**config.mk**
```make
export PLATFORM = sky130hd
export DESIGN_NAME = decode_stage
export DESIGN_NICKNAME = d
export VERILOG_FILES = /design/src/isa_pkg.sv /design/src/instr_reg.sv /design/src/ctrl_decode.sv /design/src/imm_ext.sv /design/src/reg_file.sv /design/src/ex_reg.sv /design/src/decode_stage.sv
export SDC_FILE = /design/constraint.sdc
export NUM_CORES = 1
export LEC_CHECK = 0
export BUFFER_PORTS_ARGS = -buffer_cell sky130_fd_sc_hd__buf_2
export CORE_UTILIZATION = 60
export CTS_CLUSTER_SIZE = 10
export DETAILED_ROUTE_END_ITERATION = 16
export PLACE_DENSITY = 0.81
export SYNTH_ARGS = -nofsm -noshare
export SYNTH_HDL_FRONTEND = slang
export SYNTH_HIERARCHICAL = 1
export SYNTH_SLANG_ARGS = --single-unit
```
**constraint.sdc**
```tcl
create_clock -name clk -period 5 [get_ports clk]
set_input_delay 1 -clock clk [delete_from_list [all_inputs] [get_ports clk]]
set_output_delay 1 -clock clk [all_outputs]
set_load 0.02 [all_outputs]
```
**src/isa_pkg.sv**
```systemverilog
`default_nettype none

package isa_pkg;

   // ********************
   // widths
   // ********************
   localparam int word_w     = 16;
   localparam int reg_addr_w = 3;
   localparam int num_regs   = 8;

   localparam logic [reg_addr_w-1:0] link_reg = 3'd7; // r7 holds the return address.

   // ********************
   // opcodes
   // ********************
   localparam logic [4:0] op_halt     = 5'b00000;
   localparam logic [4:0] op_nop      = 5'b00001;

   // i-format 1.
   localparam logic [4:0] op_addi     = 5'b01000;
   localparam logic [4:0] op_subi     = 5'b01001;
   localparam logic [4:0] op_xori     = 5'b01010;
   localparam logic [4:0] op_andni    = 5'b01011;
   localparam logic [4:0] op_roli     = 5'b10100;
   localparam logic [4:0] op_slli     = 5'b10101;
   localparam logic [4:0] op_rori     = 5'b10110;
   localparam logic [4:0] op_srli     = 5'b10111;
   localparam logic [4:0] op_st       = 5'b10000;
   localparam logic [4:0] op_ld       = 5'b10001;
   localparam logic [4:0] op_stu      = 5'b10011;

   // i-format 2.
   localparam logic [4:0] op_beqz     = 5'b01100;
   localparam logic [4:0] op_bnez     = 5'b01101;
   localparam logic [4:0] op_bltz     = 5'b01110;
   localparam logic [4:0] op_bgez     = 5'b01111;
   localparam logic [4:0] op_lbi      = 5'b11000;
   localparam logic [4:0] op_slbi     = 5'b10010;
   localparam logic [4:0] op_j        = 5'b00100; // j-format displacement.
   localparam logic [4:0] op_jr       = 5'b00101;
   localparam logic [4:0] op_jal      = 5'b00110; // j-format displacement.
   localparam logic [4:0] op_jalr     = 5'b00111;

   // r-format.
   localparam logic [4:0] op_rr_shift = 5'b11010;
   localparam logic [4:0] op_rr_arith = 5'b11011;
   localparam logic [4:0] op_seq      = 5'b11100;
   localparam logic [4:0] op_slt      = 5'b11101;
   localparam logic [4:0] op_sle      = 5'b11110;

   // function field of r-format words.
   localparam logic [1:0] fn_add  = 2'b00;
   localparam logic [1:0] fn_sub  = 2'b01;
   localparam logic [1:0] fn_xor  = 2'b10;
   localparam logic [1:0] fn_andn = 2'b11;
   localparam logic [1:0] fn_rol  = 2'b00;
   localparam logic [1:0] fn_sll  = 2'b01;
   localparam logic [1:0] fn_ror  = 2'b10;
   localparam logic [1:0] fn_srl  = 2'b11;

   // ********************
   // alu operations
   // ********************
   localparam logic [3:0] alu_add    = 4'd0;
   localparam logic [3:0] alu_sub    = 4'd1;
   localparam logic [3:0] alu_xor    = 4'd2;
   localparam logic [3:0] alu_andn   = 4'd3;
   localparam logic [3:0] alu_rol    = 4'd4;
   localparam logic [3:0] alu_sll    = 4'd5;
   localparam logic [3:0] alu_ror    = 4'd6;
   localparam logic [3:0] alu_srl    = 4'd7;
   localparam logic [3:0] alu_seq    = 4'd8;
   localparam logic [3:0] alu_slt    = 4'd9;
   localparam logic [3:0] alu_sle    = 4'd10;
   localparam logic [3:0] alu_pass_b = 4'd11; // lbi passes the immediate straight through.
   localparam logic [3:0] alu_slbi   = 4'd12; // (a << 8) | b.

   // one word, four formats. opcode always on top.
   typedef union packed {
      struct packed {
         logic [4:0] op;
         logic [2:0] rs;
         logic [2:0] rt;
         logic [2:0] rd;
         logic [1:0] func;
      } r;
      struct packed {
         logic [4:0] op;
         logic [2:0] rs;
         logic [2:0] rd;
         logic [4:0] imm5;
      } i1;
      struct packed {
         logic [4:0] op;
         logic [2:0] rs;
         logic [7:0] imm8;
      } i2;
      struct packed {
         logic [4:0]  op;
         logic [10:0] disp11;
      } j;
   } instr_word_t;

endpackage

`default_nettype wire

```
**src/instr_reg.sv**
```systemverilog
`timescale 1ns/1ps
`default_nettype none

module instr_reg
   import isa_pkg::*;
(
   input  wire logic              clk,
   input  wire logic              rst,
   input  wire logic              flush,
   input  wire logic              instr_valid,
   input  wire logic [word_w-1:0] instr,
   output      logic              id_valid,
   output      instr_word_t       id_instr
);

   // valid follows the strobe every cycle, the word only moves on a strobe.
   always_ff @(posedge clk) begin
      if (rst || flush) begin
         id_valid         <= 1'b0;
         id_instr.j.op     <= op_nop; // bubble.
         id_instr.j.disp11 <= '0;
      end else begin
         id_valid <= instr_valid;
         if (instr_valid) begin
            id_instr <= instr;
         end
      end
   end

endmodule

`default_nettype wire

```
**src/ctrl_decode.sv**
```systemverilog
`timescale 1ns/1ps
`default_nettype none

module ctrl_decode
   import isa_pkg::*;
(
   input  wire instr_word_t           id_instr,
   output      logic [3:0]            alu_op,
   output      logic [reg_addr_w-1:0] dest_reg,
   output      logic                  reg_write,
   output      logic                  mem_read,
   output      logic                  mem_write,
   output      logic                  is_branch,
   output      logic                  is_jump,
   output      logic                  jump_reg,
   output      logic                  illegal
);

   always_comb begin
      // everything idle unless the opcode says otherwise.
      alu_op    = alu_add;
      dest_reg  = '0;
      reg_write = 1'b0;
      mem_read  = 1'b0;
      mem_write = 1'b0;
      is_branch = 1'b0;
      is_jump   = 1'b0;
      jump_reg  = 1'b0;
      illegal   = 1'b0;

      case (id_instr.r.op)
         // ********************
         // i-format 1
         // ********************
         op_addi, op_subi, op_xori, op_andni,
         op_roli, op_slli, op_rori, op_srli: begin
            reg_write = 1'b1;
            dest_reg  = id_instr.i1.rd;
            case (id_instr.i1.op)
               op_subi:  alu_op = alu_sub;
               op_xori:  alu_op = alu_xor;
               op_andni: alu_op = alu_andn;
               op_roli:  alu_op = alu_rol;
               op_slli:  alu_op = alu_sll;
               op_rori:  alu_op = alu_ror;
               op_srli:  alu_op = alu_srl;
               default:  alu_op = alu_add;
            endcase
         end
         op_ld: begin
            reg_write = 1'b1;
            dest_reg  = id_instr.i1.rd;
            mem_read  = 1'b1; // address is rs + imm.
         end
         op_st: mem_write = 1'b1;
         op_stu: begin
            mem_write = 1'b1;
            reg_write = 1'b1; // base register updated.
            dest_reg  = id_instr.i1.rs;
         end

         // ********************
         // i-format 2
         // ********************
         op_lbi, op_slbi: begin
            reg_write = 1'b1;
            dest_reg  = id_instr.i2.rs;
            alu_op    = (id_instr.i2.op == op_lbi) ? alu_pass_b : alu_slbi;
         end
         op_beqz, op_bnez, op_bltz, op_bgez: is_branch = 1'b1;
         op_j: is_jump = 1'b1;
         op_jr: begin
            is_jump  = 1'b1;
            jump_reg = 1'b1;
         end
         op_jal, op_jalr: begin
            is_jump   = 1'b1;
            jump_reg  = (id_instr.r.op == op_jalr);
            reg_write = 1'b1;
            dest_reg  = link_reg;
         end

         // ********************
         // r-format
         // ********************
         op_rr_arith, op_rr_shift, op_seq, op_slt, op_sle: begin
            reg_write = 1'b1;
            dest_reg  = id_instr.r.rd;
            case (id_instr.r.op)
               op_rr_arith: begin
                  case (id_instr.r.func)
                     fn_add:  alu_op = alu_add;
                     fn_sub:  alu_op = alu_sub;
                     fn_xor:  alu_op = alu_xor;
                     fn_andn: alu_op = alu_andn;
                  endcase
               end
               op_rr_shift: begin
                  case (id_instr.r.func)
                     fn_rol: alu_op = alu_rol;
                     fn_sll: alu_op = alu_sll;
                     fn_ror: alu_op = alu_ror;
                     fn_srl: alu_op = alu_srl;
                  endcase
               end
               op_seq:  alu_op = alu_seq;
               op_slt:  alu_op = alu_slt;
               default: alu_op = alu_sle;
            endcase
         end

         op_nop, op_halt: ; // no controls.
         default: illegal = 1'b1; // unknown opcode, nothing written.
      endcase
   end

endmodule

`default_nettype wire

```
**src/imm_ext.sv**
```systemverilog
`timescale 1ns/1ps
`default_nettype none

module imm_ext
   import isa_pkg::*;
(
   input  wire instr_word_t       id_instr,
   output      logic [word_w-1:0] imm
);

   logic [4:0] opcode;

   assign opcode = id_instr.r.op;

   // 5b sign   addi, subi, and the ld/st/shift group by default.
   // 5b zero   xori, andni.
   // 8b sign   lbi, jr, jalr, branches.
   // 8b zero   slbi.
   // 11b sign  j, jal.
   always_comb begin
      case (opcode)
         op_j, op_jal: begin
            imm = {{5{id_instr.j.disp11[10]}}, id_instr.j.disp11};
         end

         op_xori, op_andni: begin
            imm = {11'h000, id_instr.i1.imm5}; // logical ops take it unsigned.
         end

         op_lbi, op_jr, op_jalr,
         op_beqz, op_bnez, op_bltz, op_bgez: begin
            imm = {{8{id_instr.i2.imm8[7]}}, id_instr.i2.imm8};
         end

         op_slbi: begin
            imm = {8'h00, id_instr.i2.imm8}; // low byte only.
         end

         // addi, subi, shifts, loads and stores.
         default: begin
            imm = {{11{id_instr.i1.imm5[4]}}, id_instr.i1.imm5};
         end
      endcase
   end

endmodule

`default_nettype wire

```
**src/reg_file.sv**
```systemverilog
`timescale 1ns/1ps
`default_nettype none

module reg_file
   import isa_pkg::*;
(
   input  wire logic                  clk,
   input  wire logic                  rst,
   input  wire logic [reg_addr_w-1:0] rs_addr,
   input  wire logic [reg_addr_w-1:0] rt_addr,
   input  wire logic                  wb_en,
   input  wire logic [reg_addr_w-1:0] wb_reg,
   input  wire logic [word_w-1:0]     wb_data,
   output      logic [word_w-1:0]     rs_data,
   output      logic [word_w-1:0]     rt_data
);

   logic [word_w-1:0] regs [num_regs];

   // single write port. r0 is not hardwired.
   always_ff @(posedge clk) begin
      if (rst) begin
         for (int i = 0; i < num_regs; i++) begin
            regs[i] <= '0;
         end
      end else if (wb_en) begin
         regs[wb_reg] <= wb_data;
      end
   end

   // ********************
   // reads with bypass
   // ********************
   always_comb begin
      rs_data = regs[rs_addr];
      if (wb_en && (wb_reg == rs_addr)) begin
         rs_data = wb_data; // write-through.
      end

      rt_data = regs[rt_addr];
      if (wb_en && (wb_reg == rt_addr)) begin
         rt_data = wb_data;
      end
   end

endmodule

`default_nettype wire

```
**src/ex_reg.sv**
```systemverilog
`timescale 1ns/1ps
`default_nettype none

module ex_reg
   import isa_pkg::*;
(
   input  wire logic                  clk,
   input  wire logic                  rst,
   input  wire logic                  flush,
   input  wire logic                  id_valid,
   input  wire logic [word_w-1:0]     id_rs_data,
   input  wire logic [word_w-1:0]     id_rt_data,
   input  wire logic [word_w-1:0]     id_imm,
   input  wire logic [3:0]            id_alu_op,
   input  wire logic [reg_addr_w-1:0] id_dest_reg,
   input  wire logic                  id_reg_write,
   input  wire logic                  id_mem_read,
   input  wire logic                  id_mem_write,
   input  wire logic                  id_is_branch,
   input  wire logic                  id_is_jump,
   input  wire logic                  id_jump_reg,
   input  wire logic                  id_illegal,
   output      logic                  ex_valid,
   output      logic [word_w-1:0]     rs_data,
   output      logic [word_w-1:0]     rt_data,
   output      logic [word_w-1:0]     imm,
   output      logic [3:0]            alu_op,
   output      logic [reg_addr_w-1:0] dest_reg,
   output      logic                  reg_write,
   output      logic                  mem_read,
   output      logic                  mem_write,
   output      logic                  is_branch,
   output      logic                  is_jump,
   output      logic                  jump_reg,
   output      logic                  illegal
);

   logic kill;

   assign kill = rst || flush || !id_valid; // slot becomes a bubble.

   // control side.
   always_ff @(posedge clk) begin
      ex_valid  <= !kill;
      reg_write <= !kill && id_reg_write;
      mem_read  <= !kill && id_mem_read;
      mem_write <= !kill && id_mem_write;
      is_branch <= !kill && id_is_branch;
      is_jump   <= !kill && id_is_jump;
      jump_reg  <= !kill && id_jump_reg;
      illegal   <= !kill && id_illegal;
   end

   // data side, meaningless while ex_valid is low.
   always_ff @(posedge clk) begin
      if (rst) begin
         rs_data  <= '0;
         rt_data  <= '0;
         imm      <= '0;
         alu_op   <= '0;
         dest_reg <= '0;
      end else begin
         rs_data  <= id_rs_data;
         rt_data  <= id_rt_data;
         imm      <= id_imm;
         alu_op   <= id_alu_op;
         dest_reg <= id_dest_reg;
      end
   end

endmodule

`default_nettype wire

```
**src/decode_stage.sv**
```systemverilog
`timescale 1ns/1ps
`default_nettype none

module decode_stage
   import isa_pkg::*;
(
   input  wire logic                  clk,
   input  wire logic                  rst,
   input  wire logic                  instr_valid,
   input  wire logic [word_w-1:0]     instr,
   input  wire logic                  flush,
   input  wire logic                  wb_en,
   input  wire logic [reg_addr_w-1:0] wb_reg,
   input  wire logic [word_w-1:0]     wb_data,
   output      logic                  ex_valid,
   output      logic [word_w-1:0]     rs_data,
   output      logic [word_w-1:0]     rt_data,
   output      logic [word_w-1:0]     imm,
   output      logic [3:0]            alu_op,
   output      logic [reg_addr_w-1:0] dest_reg,
   output      logic                  reg_write,
   output      logic                  mem_read,
   output      logic                  mem_write,
   output      logic                  is_branch,
   output      logic                  is_jump,
   output      logic                  jump_reg,
   output      logic                  illegal
);

   // ********************
   // decode-side wires
   // ********************
   logic                  id_valid;
   instr_word_t           id_instr;
   logic [word_w-1:0]     id_rs_data;
   logic [word_w-1:0]     id_rt_data;
   logic [word_w-1:0]     id_imm;
   logic [3:0]            id_alu_op;
   logic [reg_addr_w-1:0] id_dest_reg;
   logic                  id_reg_write;
   logic                  id_mem_read;
   logic                  id_mem_write;
   logic                  id_is_branch;
   logic                  id_is_jump;
   logic                  id_jump_reg;
   logic                  id_illegal;

   instr_reg u_instr_reg (
      .clk(clk), .rst(rst), .flush(flush),
      .instr_valid(instr_valid), .instr(instr),
      .id_valid(id_valid), .id_instr(id_instr)
   );

   ctrl_decode u_ctrl_decode (
      .id_instr(id_instr), .alu_op(id_alu_op), .dest_reg(id_dest_reg),
      .reg_write(id_reg_write), .mem_read(id_mem_read), .mem_write(id_mem_write),
      .is_branch(id_is_branch), .is_jump(id_is_jump), .jump_reg(id_jump_reg),
      .illegal(id_illegal)
   );

   imm_ext u_imm_ext (.id_instr(id_instr), .imm(id_imm));

   // rs and rt sit at the same bits in every format that reads them.
   reg_file u_reg_file (
      .clk(clk), .rst(rst), .rs_addr(id_instr.r.rs), .rt_addr(id_instr.r.rt),
      .wb_en(wb_en), .wb_reg(wb_reg), .wb_data(wb_data),
      .rs_data(id_rs_data), .rt_data(id_rt_data)
   );

   ex_reg u_ex_reg (
      .clk(clk), .rst(rst), .flush(flush), .id_valid(id_valid),
      .id_rs_data(id_rs_data), .id_rt_data(id_rt_data), .id_imm(id_imm),
      .id_alu_op(id_alu_op), .id_dest_reg(id_dest_reg), .id_reg_write(id_reg_write),
      .id_mem_read(id_mem_read), .id_mem_write(id_mem_write),
      .id_is_branch(id_is_branch), .id_is_jump(id_is_jump),
      .id_jump_reg(id_jump_reg), .id_illegal(id_illegal),
      .ex_valid(ex_valid), .rs_data(rs_data), .rt_data(rt_data), .imm(imm),
      .alu_op(alu_op), .dest_reg(dest_reg), .reg_write(reg_write),
      .mem_read(mem_read), .mem_write(mem_write), .is_branch(is_branch),
      .is_jump(is_jump), .jump_reg(jump_reg), .illegal(illegal)
   );

endmodule

`default_nettype wire

```
* Yosys cells after proc, flatten, opt, wreduce, memory -nomap -nowiden
Memories as Yosys holds them, arrays and structs flattened. A register that Yosys moved wholly into a read port is not among the register bits.
Cells that the tools add are included.
Widths: inputs -> output; s select.
** Operators by class
- Equal/unequal tests :: 30
- Multiplexer cells :: 23
- Reduce and logical (&&, ||, !) cells :: 28
** Operator list (number)
- $eq 5x5->1 const B :: 14
- $pmux 16 s4 :: 1
- $pmux 4 s4 :: 3
- $eq 5x4->1 const B :: 8
- $reduce_or 28->1 :: 1
- $pmux 3 s7 :: 1
- $eq 5x3->1 const B :: 4
- $reduce_or 19->1 :: 1
- $mux 16 :: 1
- $reduce_or 16->1 :: 1
- $mux 1 :: 12
- $pmux 3 s4 :: 1
- $pmux 4 s3 :: 1
- $reduce_or 2->1 :: 5
- $reduce_or 9->1 :: 1
- $reduce_or 4->1 :: 2
- $reduce_or 8->1 :: 1
- $logic_and 1x1->1 :: 7
- $reduce_or 7->1 :: 1
- $mux 3 :: 2
- $eq 5x1->1 const B :: 1
- $logic_not 5->1 :: 1
- $reduce_or 5->1 :: 1
- $eq 2x2->1 const B :: 2
- 6 further kinds :: 8
** Word-level totals
- Flip-flop bits (word level) :: 48
- Bits in writable memories :: 128
- Output and inout port bits :: 63
- Logic and storage cells :: 95
- Memories kept :: 1
** Memories
- u_reg_file.regs :: words 8, width 16, rd ports 2, clocked after Yosys merged registers in 2, wr ports 8, line reg_file.sv:18 : logic [word_w-1:0] regs [num_regs];

* Depth between registers and ports, before layout
- Depth in word-level cells :: 5
- Mapped depth :: 7

* Cells and area by module
Netlist, hierarchy kept.
** By module, submodules not included
- reg_file :: instances 1, cells each 445, area an instance 7453.4 um^2, sequential area each 3843.7 um^2
- ex_reg :: instances 1, cells each 132, area an instance 1730.4 um^2, sequential area each 1261.2 um^2
- instr_reg :: instances 1, cells each 56, area an instance 616.8 um^2, sequential area each 340.3 um^2
- ctrl_decode :: instances 1, cells each 68, area an instance 371.6 um^2, sequential area each 0.0 um^2
- imm_ext :: instances 1, cells each 34, area an instance 212.7 um^2, sequential area each 0.0 um^2

* Worst setup path before layout
OpenSTA, ideal clock, no wires.
- Path kind :: input port to flip-flop
- Start :: input port wb_reg[1]
- End :: register u_ex_reg.rt_data[10] (read register of u_reg_file.regs)
- Setup time :: 118 ps
- Data arrival time :: 2328 ps
- Required time :: 4882 ps
- Slack :: 2555 ps
- Stages on the path :: 6
- Buffers on the path :: 2
- Cell sequence :: clkbuf_1 xnor2_1 nand4_1 buf_4 mux2_4 nor2b_1
** RTL lines
- start, declared :: line decode_stage.sv:13 : input wire logic [reg_addr_w-1:0] wb_reg,
- end, declared :: line ex_reg.sv:25 : output logic [word_w-1:0] rt_data,

==> results.txt <==
* Latest clock arrival within the worst-skew pair: 0.51 ns
- In the finished design, the share of the clock period the worst path needs comes to 0.5686.
- In this run the cell area measured after placement is between 10000 and 15000 um2.
* Final setup TNS: 0 ns
- Across every metal layer, demand over resource in global routing totals 0.2729.
- The cell count after synthesis came out at 735.
* Min cycle time layout: about 2.8 ns
* Share of synthesized area occupied by flip-flops and latches: 0.5243
- Clock edge transition at the registers on the reported setup and hold paths: about 0.05 ns
- Post-route ant nets: 0
* Post-route cell area: roughly 12000 um2
- Yosys attributes the largest share of cell area to sky130_fd_sc_hd__edfxtp_1 37%, sky130_fd_sc_hd__dfxtp_1 15%, sky130_fd_sc_hd__mux4_1 15%.
* Critical path arrival: 3.00 ns
* Timing endpoint of the critical path: u_reg_file/regs[5][1]$_SDFFCE_PN0P_
- Vias per cell: roughly 6.3
* WL met3: about 1.9 mm
- The congestion estimate from routability-driven global placement came to approximately 0.87.
* Type of the most critical hold path: reg -> reg
* Startpoint of the worst register-to-register path: u_instr_reg/id_instr[8]$_SDFFE_PP0P_
- When the netlist entered floorplanning its net count stood at ~780.
- Outcome: completed
* Largest incremental delay on the critical path: 0.65 ns
* Number of primary I/O pins: 103
- The clock arrives with 0.01866 ns of skew.
- TritonCTS sink count: about 210
* Achievable frequency: roughly 350 MHz
* P_leak: 4.524 nW
* Number of antenna violations at the first check in global routing: 0
- Crit start category: primary input
- Levels on crit path: 5
* Layout cell share with drive strength beyond 1: 0.2704
- PD cells: 341.9 nW/um2
- RR Endpoint: u_ex_reg/rs_data[14]$_SDFF_PP0_
- The first detailed-routing pass ran for 7 iterations.
- For this block, wires on met1 add up to roughly 10 mm.
* Number of hold buffers added after CTS: 0
- Kind of critical path: in -> reg
- In this run, synthesis produced a sequential element count of about 210.
- Vias in the first global route: ~6400
- Detailed placement finished with a half-perimeter wire length of approximately 16 mm.
- The count of endpoints failing hold in the final timing report was 0.
- The synthesized netlist occupies a cell area of around 10000 um2.
- The tree is rooted in a sky130_fd_sc_hd__clkbuf_16.
- The netlist uses 47 different library cells.
* Finish-stage setup viols: 0
* Routed WL per cell: 22.91 um
- Gates resized during post-CTS repair numbered 0.
* Max-capacitance violation count: 0
* Maximum fanout encountered on the critical timing path: between 70 and 80
- sky130_fd_sc_hd__edfxtp_1 takes more of the synthesized area than any other cell.
* Area of the core region: 16760 um2
- The floorplan has 47 rows.
- Across all register-to-register paths, the minimum setup slack is ~2.2 ns.
- In the routed design, unresolved DRC markers number 0.
- Clock tree synthesis inserted a total of 25 buffers.
- Maximum buffer depth of the clock tree: 3
* Fillers: approximately 1100
- Layout-stage area growth over the synthesis result: 11.51%
* Clock H-tree levels: 1
- The floorplan step defined a die boundary enclosing 17840 um2.
- Initial core utilization: 0.6196
- For the worst flop-to-flop path, the logic depth is 4.
* Total congestion overflow after global routing: 0
- For this run, the post-layout net count is 857.
- RSZ-0062 raised after global routing: no
- IO Port Bufs: slightly above 100
- In this run the post-CTS setup repair buffer count came out at 0.
* Req. time, crit path: between 5 and 6 ns
* Worst setup path startpoint: rst
- Of the post-synthesis cell area, the dominant cell type holds 0.3701.
- Maximum number of pins on one net before global-route repair: 74
- IR analysis of the VDD net gives a maximum drop of between 0.3 and 0.4 mV.
- Worst-case headroom to the max-slew limit: 0.1809
- The final-report max-slew violation count was 0.
- Number of flip-flops in the largest register: roughly 130
- Ranked by flip-flop count, first place goes to u_reg_file/regs.
* Crit. End Element: flip-flop
- Detailed-routed wire length on met2: 11.52 mm
* Via count: roughly 6600
* Die X-Extent: ~130 um
- Wire length of the first global-routing pass: between 30 and 40 mm
* Antenna diode count: 0
- In this run the top signal layer used is met4.
* Crit path cell chain: buf_2, buf_4, nand3b_1, nor2_1, or2_2
- Worst-Margin Slew: around 1.2 ns
* Die Y-Extent: approximately 130 um
- TritonCTS built the clock tree.
- Crit-path slowest cell: sky130_fd_sc_hd__nor2_1
* Post-Route WL: 24.11 mm
- Avg Synthesized Cell Area: ~14 um2
- Cell family contributing the most delay on the critical path: simple AND/OR/NAND/NOR gates
* Worst path bufs/invs: 2
- Number of DRC violations after detailed-routing iteration 0: 586
- YS warnings: 6
[placed cells by master, fill, tap and decap left out, types with 6 or more instances in the layout]
master	n
sky130_fd_sc_hd__buf_4	11
sky130_fd_sc_hd__xnor2_1	6
sky130_fd_sc_hd__edfxtp_1	128
sky130_fd_sc_hd__nand2_1	17
sky130_fd_sc_hd__nand2b_1	6
sky130_fd_sc_hd__clkbuf_1	15
sky130_fd_sc_hd__nor2_1	34
sky130_fd_sc_hd__mux2_4	11
sky130_fd_sc_hd__clkbuf_16	25
sky130_fd_sc_hd__mux2i_1	15
sky130_fd_sc_hd__nand3_1	7
sky130_fd_sc_hd__and2_1	128
sky130_fd_sc_hd__mux4_1	60
sky130_fd_sc_hd__or2_2	8
sky130_fd_sc_hd__buf_2	102
sky130_fd_sc_hd__dfxtp_1	78
sky130_fd_sc_hd__mux2_2	53
sky130_fd_sc_hd__nor2b_1	58
sky130_fd_sc_hd__nand4_1	6
[final cells by class]
cell class	count	area [um2]	share of cell area
clock buffer	41	695.7	0.06008
clock inverter	1	8.758	0.0007563
inverter	4	15.01	0.001297
multi-input combinational	465	4544	0.3924
sequential	208	5448	0.4704
tap	220	275.3	0.02377
timing repair buffer	113	593.1	0.05122
[metrics by stage]
stage	std cells	hold slack [ns]	util	setup WS, ns	power [mW]
after global routing	1052	0.5062	0.6909	2.025	4.085
after detailed placement	1010	0.4754	0.6489	1.698	2.405
after CTS	1052	0.4846	0.6909	2.210	3.983
after global placement	1010	0.4766	0.6489	1.844	2.386
final	1052	0.4870	0.6909	2.157	3.959
after floorplan	735	0.4787	-	2.555	2.264
[routing by layer]
metal,up-vias,global-route usage
met4,0,0.06755
met3,40,0.04490
met2,328,0.4407
li1,2908,-
met5,-,0
met1,3317,0.3889
[kinds of logic (layout without fill, tap and decap cells)]
group                  Yosys count  count (layout)  synth area share
AO/OA/AOI/OAI                   29              29           0.01940
XOR/XNOR                         7               7          0.005904
buffers and inverters           62             159           0.03807
flip-flops                     208             208            0.5243
multiplexers                   143             143            0.2483
AND/OR/NAND/NOR                286             286            0.1640
[worst min path at each step]
stage               cells after the start                                   end                                 start
finish                                  1            u_ex_reg/imm[1]$_SDFF_PP0_  u_instr_reg/id_instr[1]$_SDFFE_PP0P_
global route                            1            u_ex_reg/imm[1]$_SDFF_PP0_  u_instr_reg/id_instr[1]$_SDFFE_PP0P_
CTS                                     1            u_ex_reg/imm[1]$_SDFF_PP0_  u_instr_reg/id_instr[1]$_SDFFE_PP0P_
detailed placement                      1            u_ex_reg/imm[1]$_SDFF_PP0_  u_instr_reg/id_instr[1]$_SDFFE_PP0P_
global placement                        1            u_ex_reg/imm[1]$_SDFF_PP0_  u_instr_reg/id_instr[1]$_SDFFE_PP0P_
floorplan                               2  u_instr_reg/id_instr[1]$_SDFFE_PP0P_  u_instr_reg/id_instr[1]$_SDFFE_PP0P_
[Yosys cell counts, drive strengths merged]
| master | instances |
|---|---|
| and3 | 1 |
| a32oi | 2 |
| xnor2 | 6 |
| or2 | 10 |
| dfxtp | 80 |
| nand2b | 6 |
| nand3 | 7 |
| a32o | 1 |
| mux2i | 15 |
| or3b | 2 |
| a21o | 5 |
| buf | 37 |
| nor3 | 6 |
| a211oi | 2 |
| a31oi | 4 |
| a21oi | 5 |
| nand2 | 17 |
| o31ai | 1 |
| nor4bb | 5 |
| xor2 | 1 |
| o21ai | 4 |
| and3b | 1 |
| mux2 | 64 |
| nor3b | 1 |
| nor2 | 34 |
| o211ai | 1 |
| mux4 | 64 |
| a22oi | 3 |
| nand3b | 2 |
| clkbuf | 21 |
| edfxtp | 128 |
| and4bb | 2 |
| and2 | 128 |
| nor2b | 58 |
| a211o | 1 |
| nand4 | 6 |
| inv | 4 |
[worst register-to-register path: stages, from the launching register on]
cell	delay [ns]
sky130_fd_sc_hd__dfxtp_2	0.73
sky130_fd_sc_hd__xnor2_1	0.19
sky130_fd_sc_hd__nand4_1	0.96
sky130_fd_sc_hd__mux2_2	0.65
sky130_fd_sc_hd__nor2b_1	0.15
[power by group]
part           internal, mW  total, mW  switching [mW]
sequential             1.92       1.99          0.0655
combinational         0.190      0.390           0.200
clock                 0.938       1.58           0.644
Power figures use the tool's default switching activity.
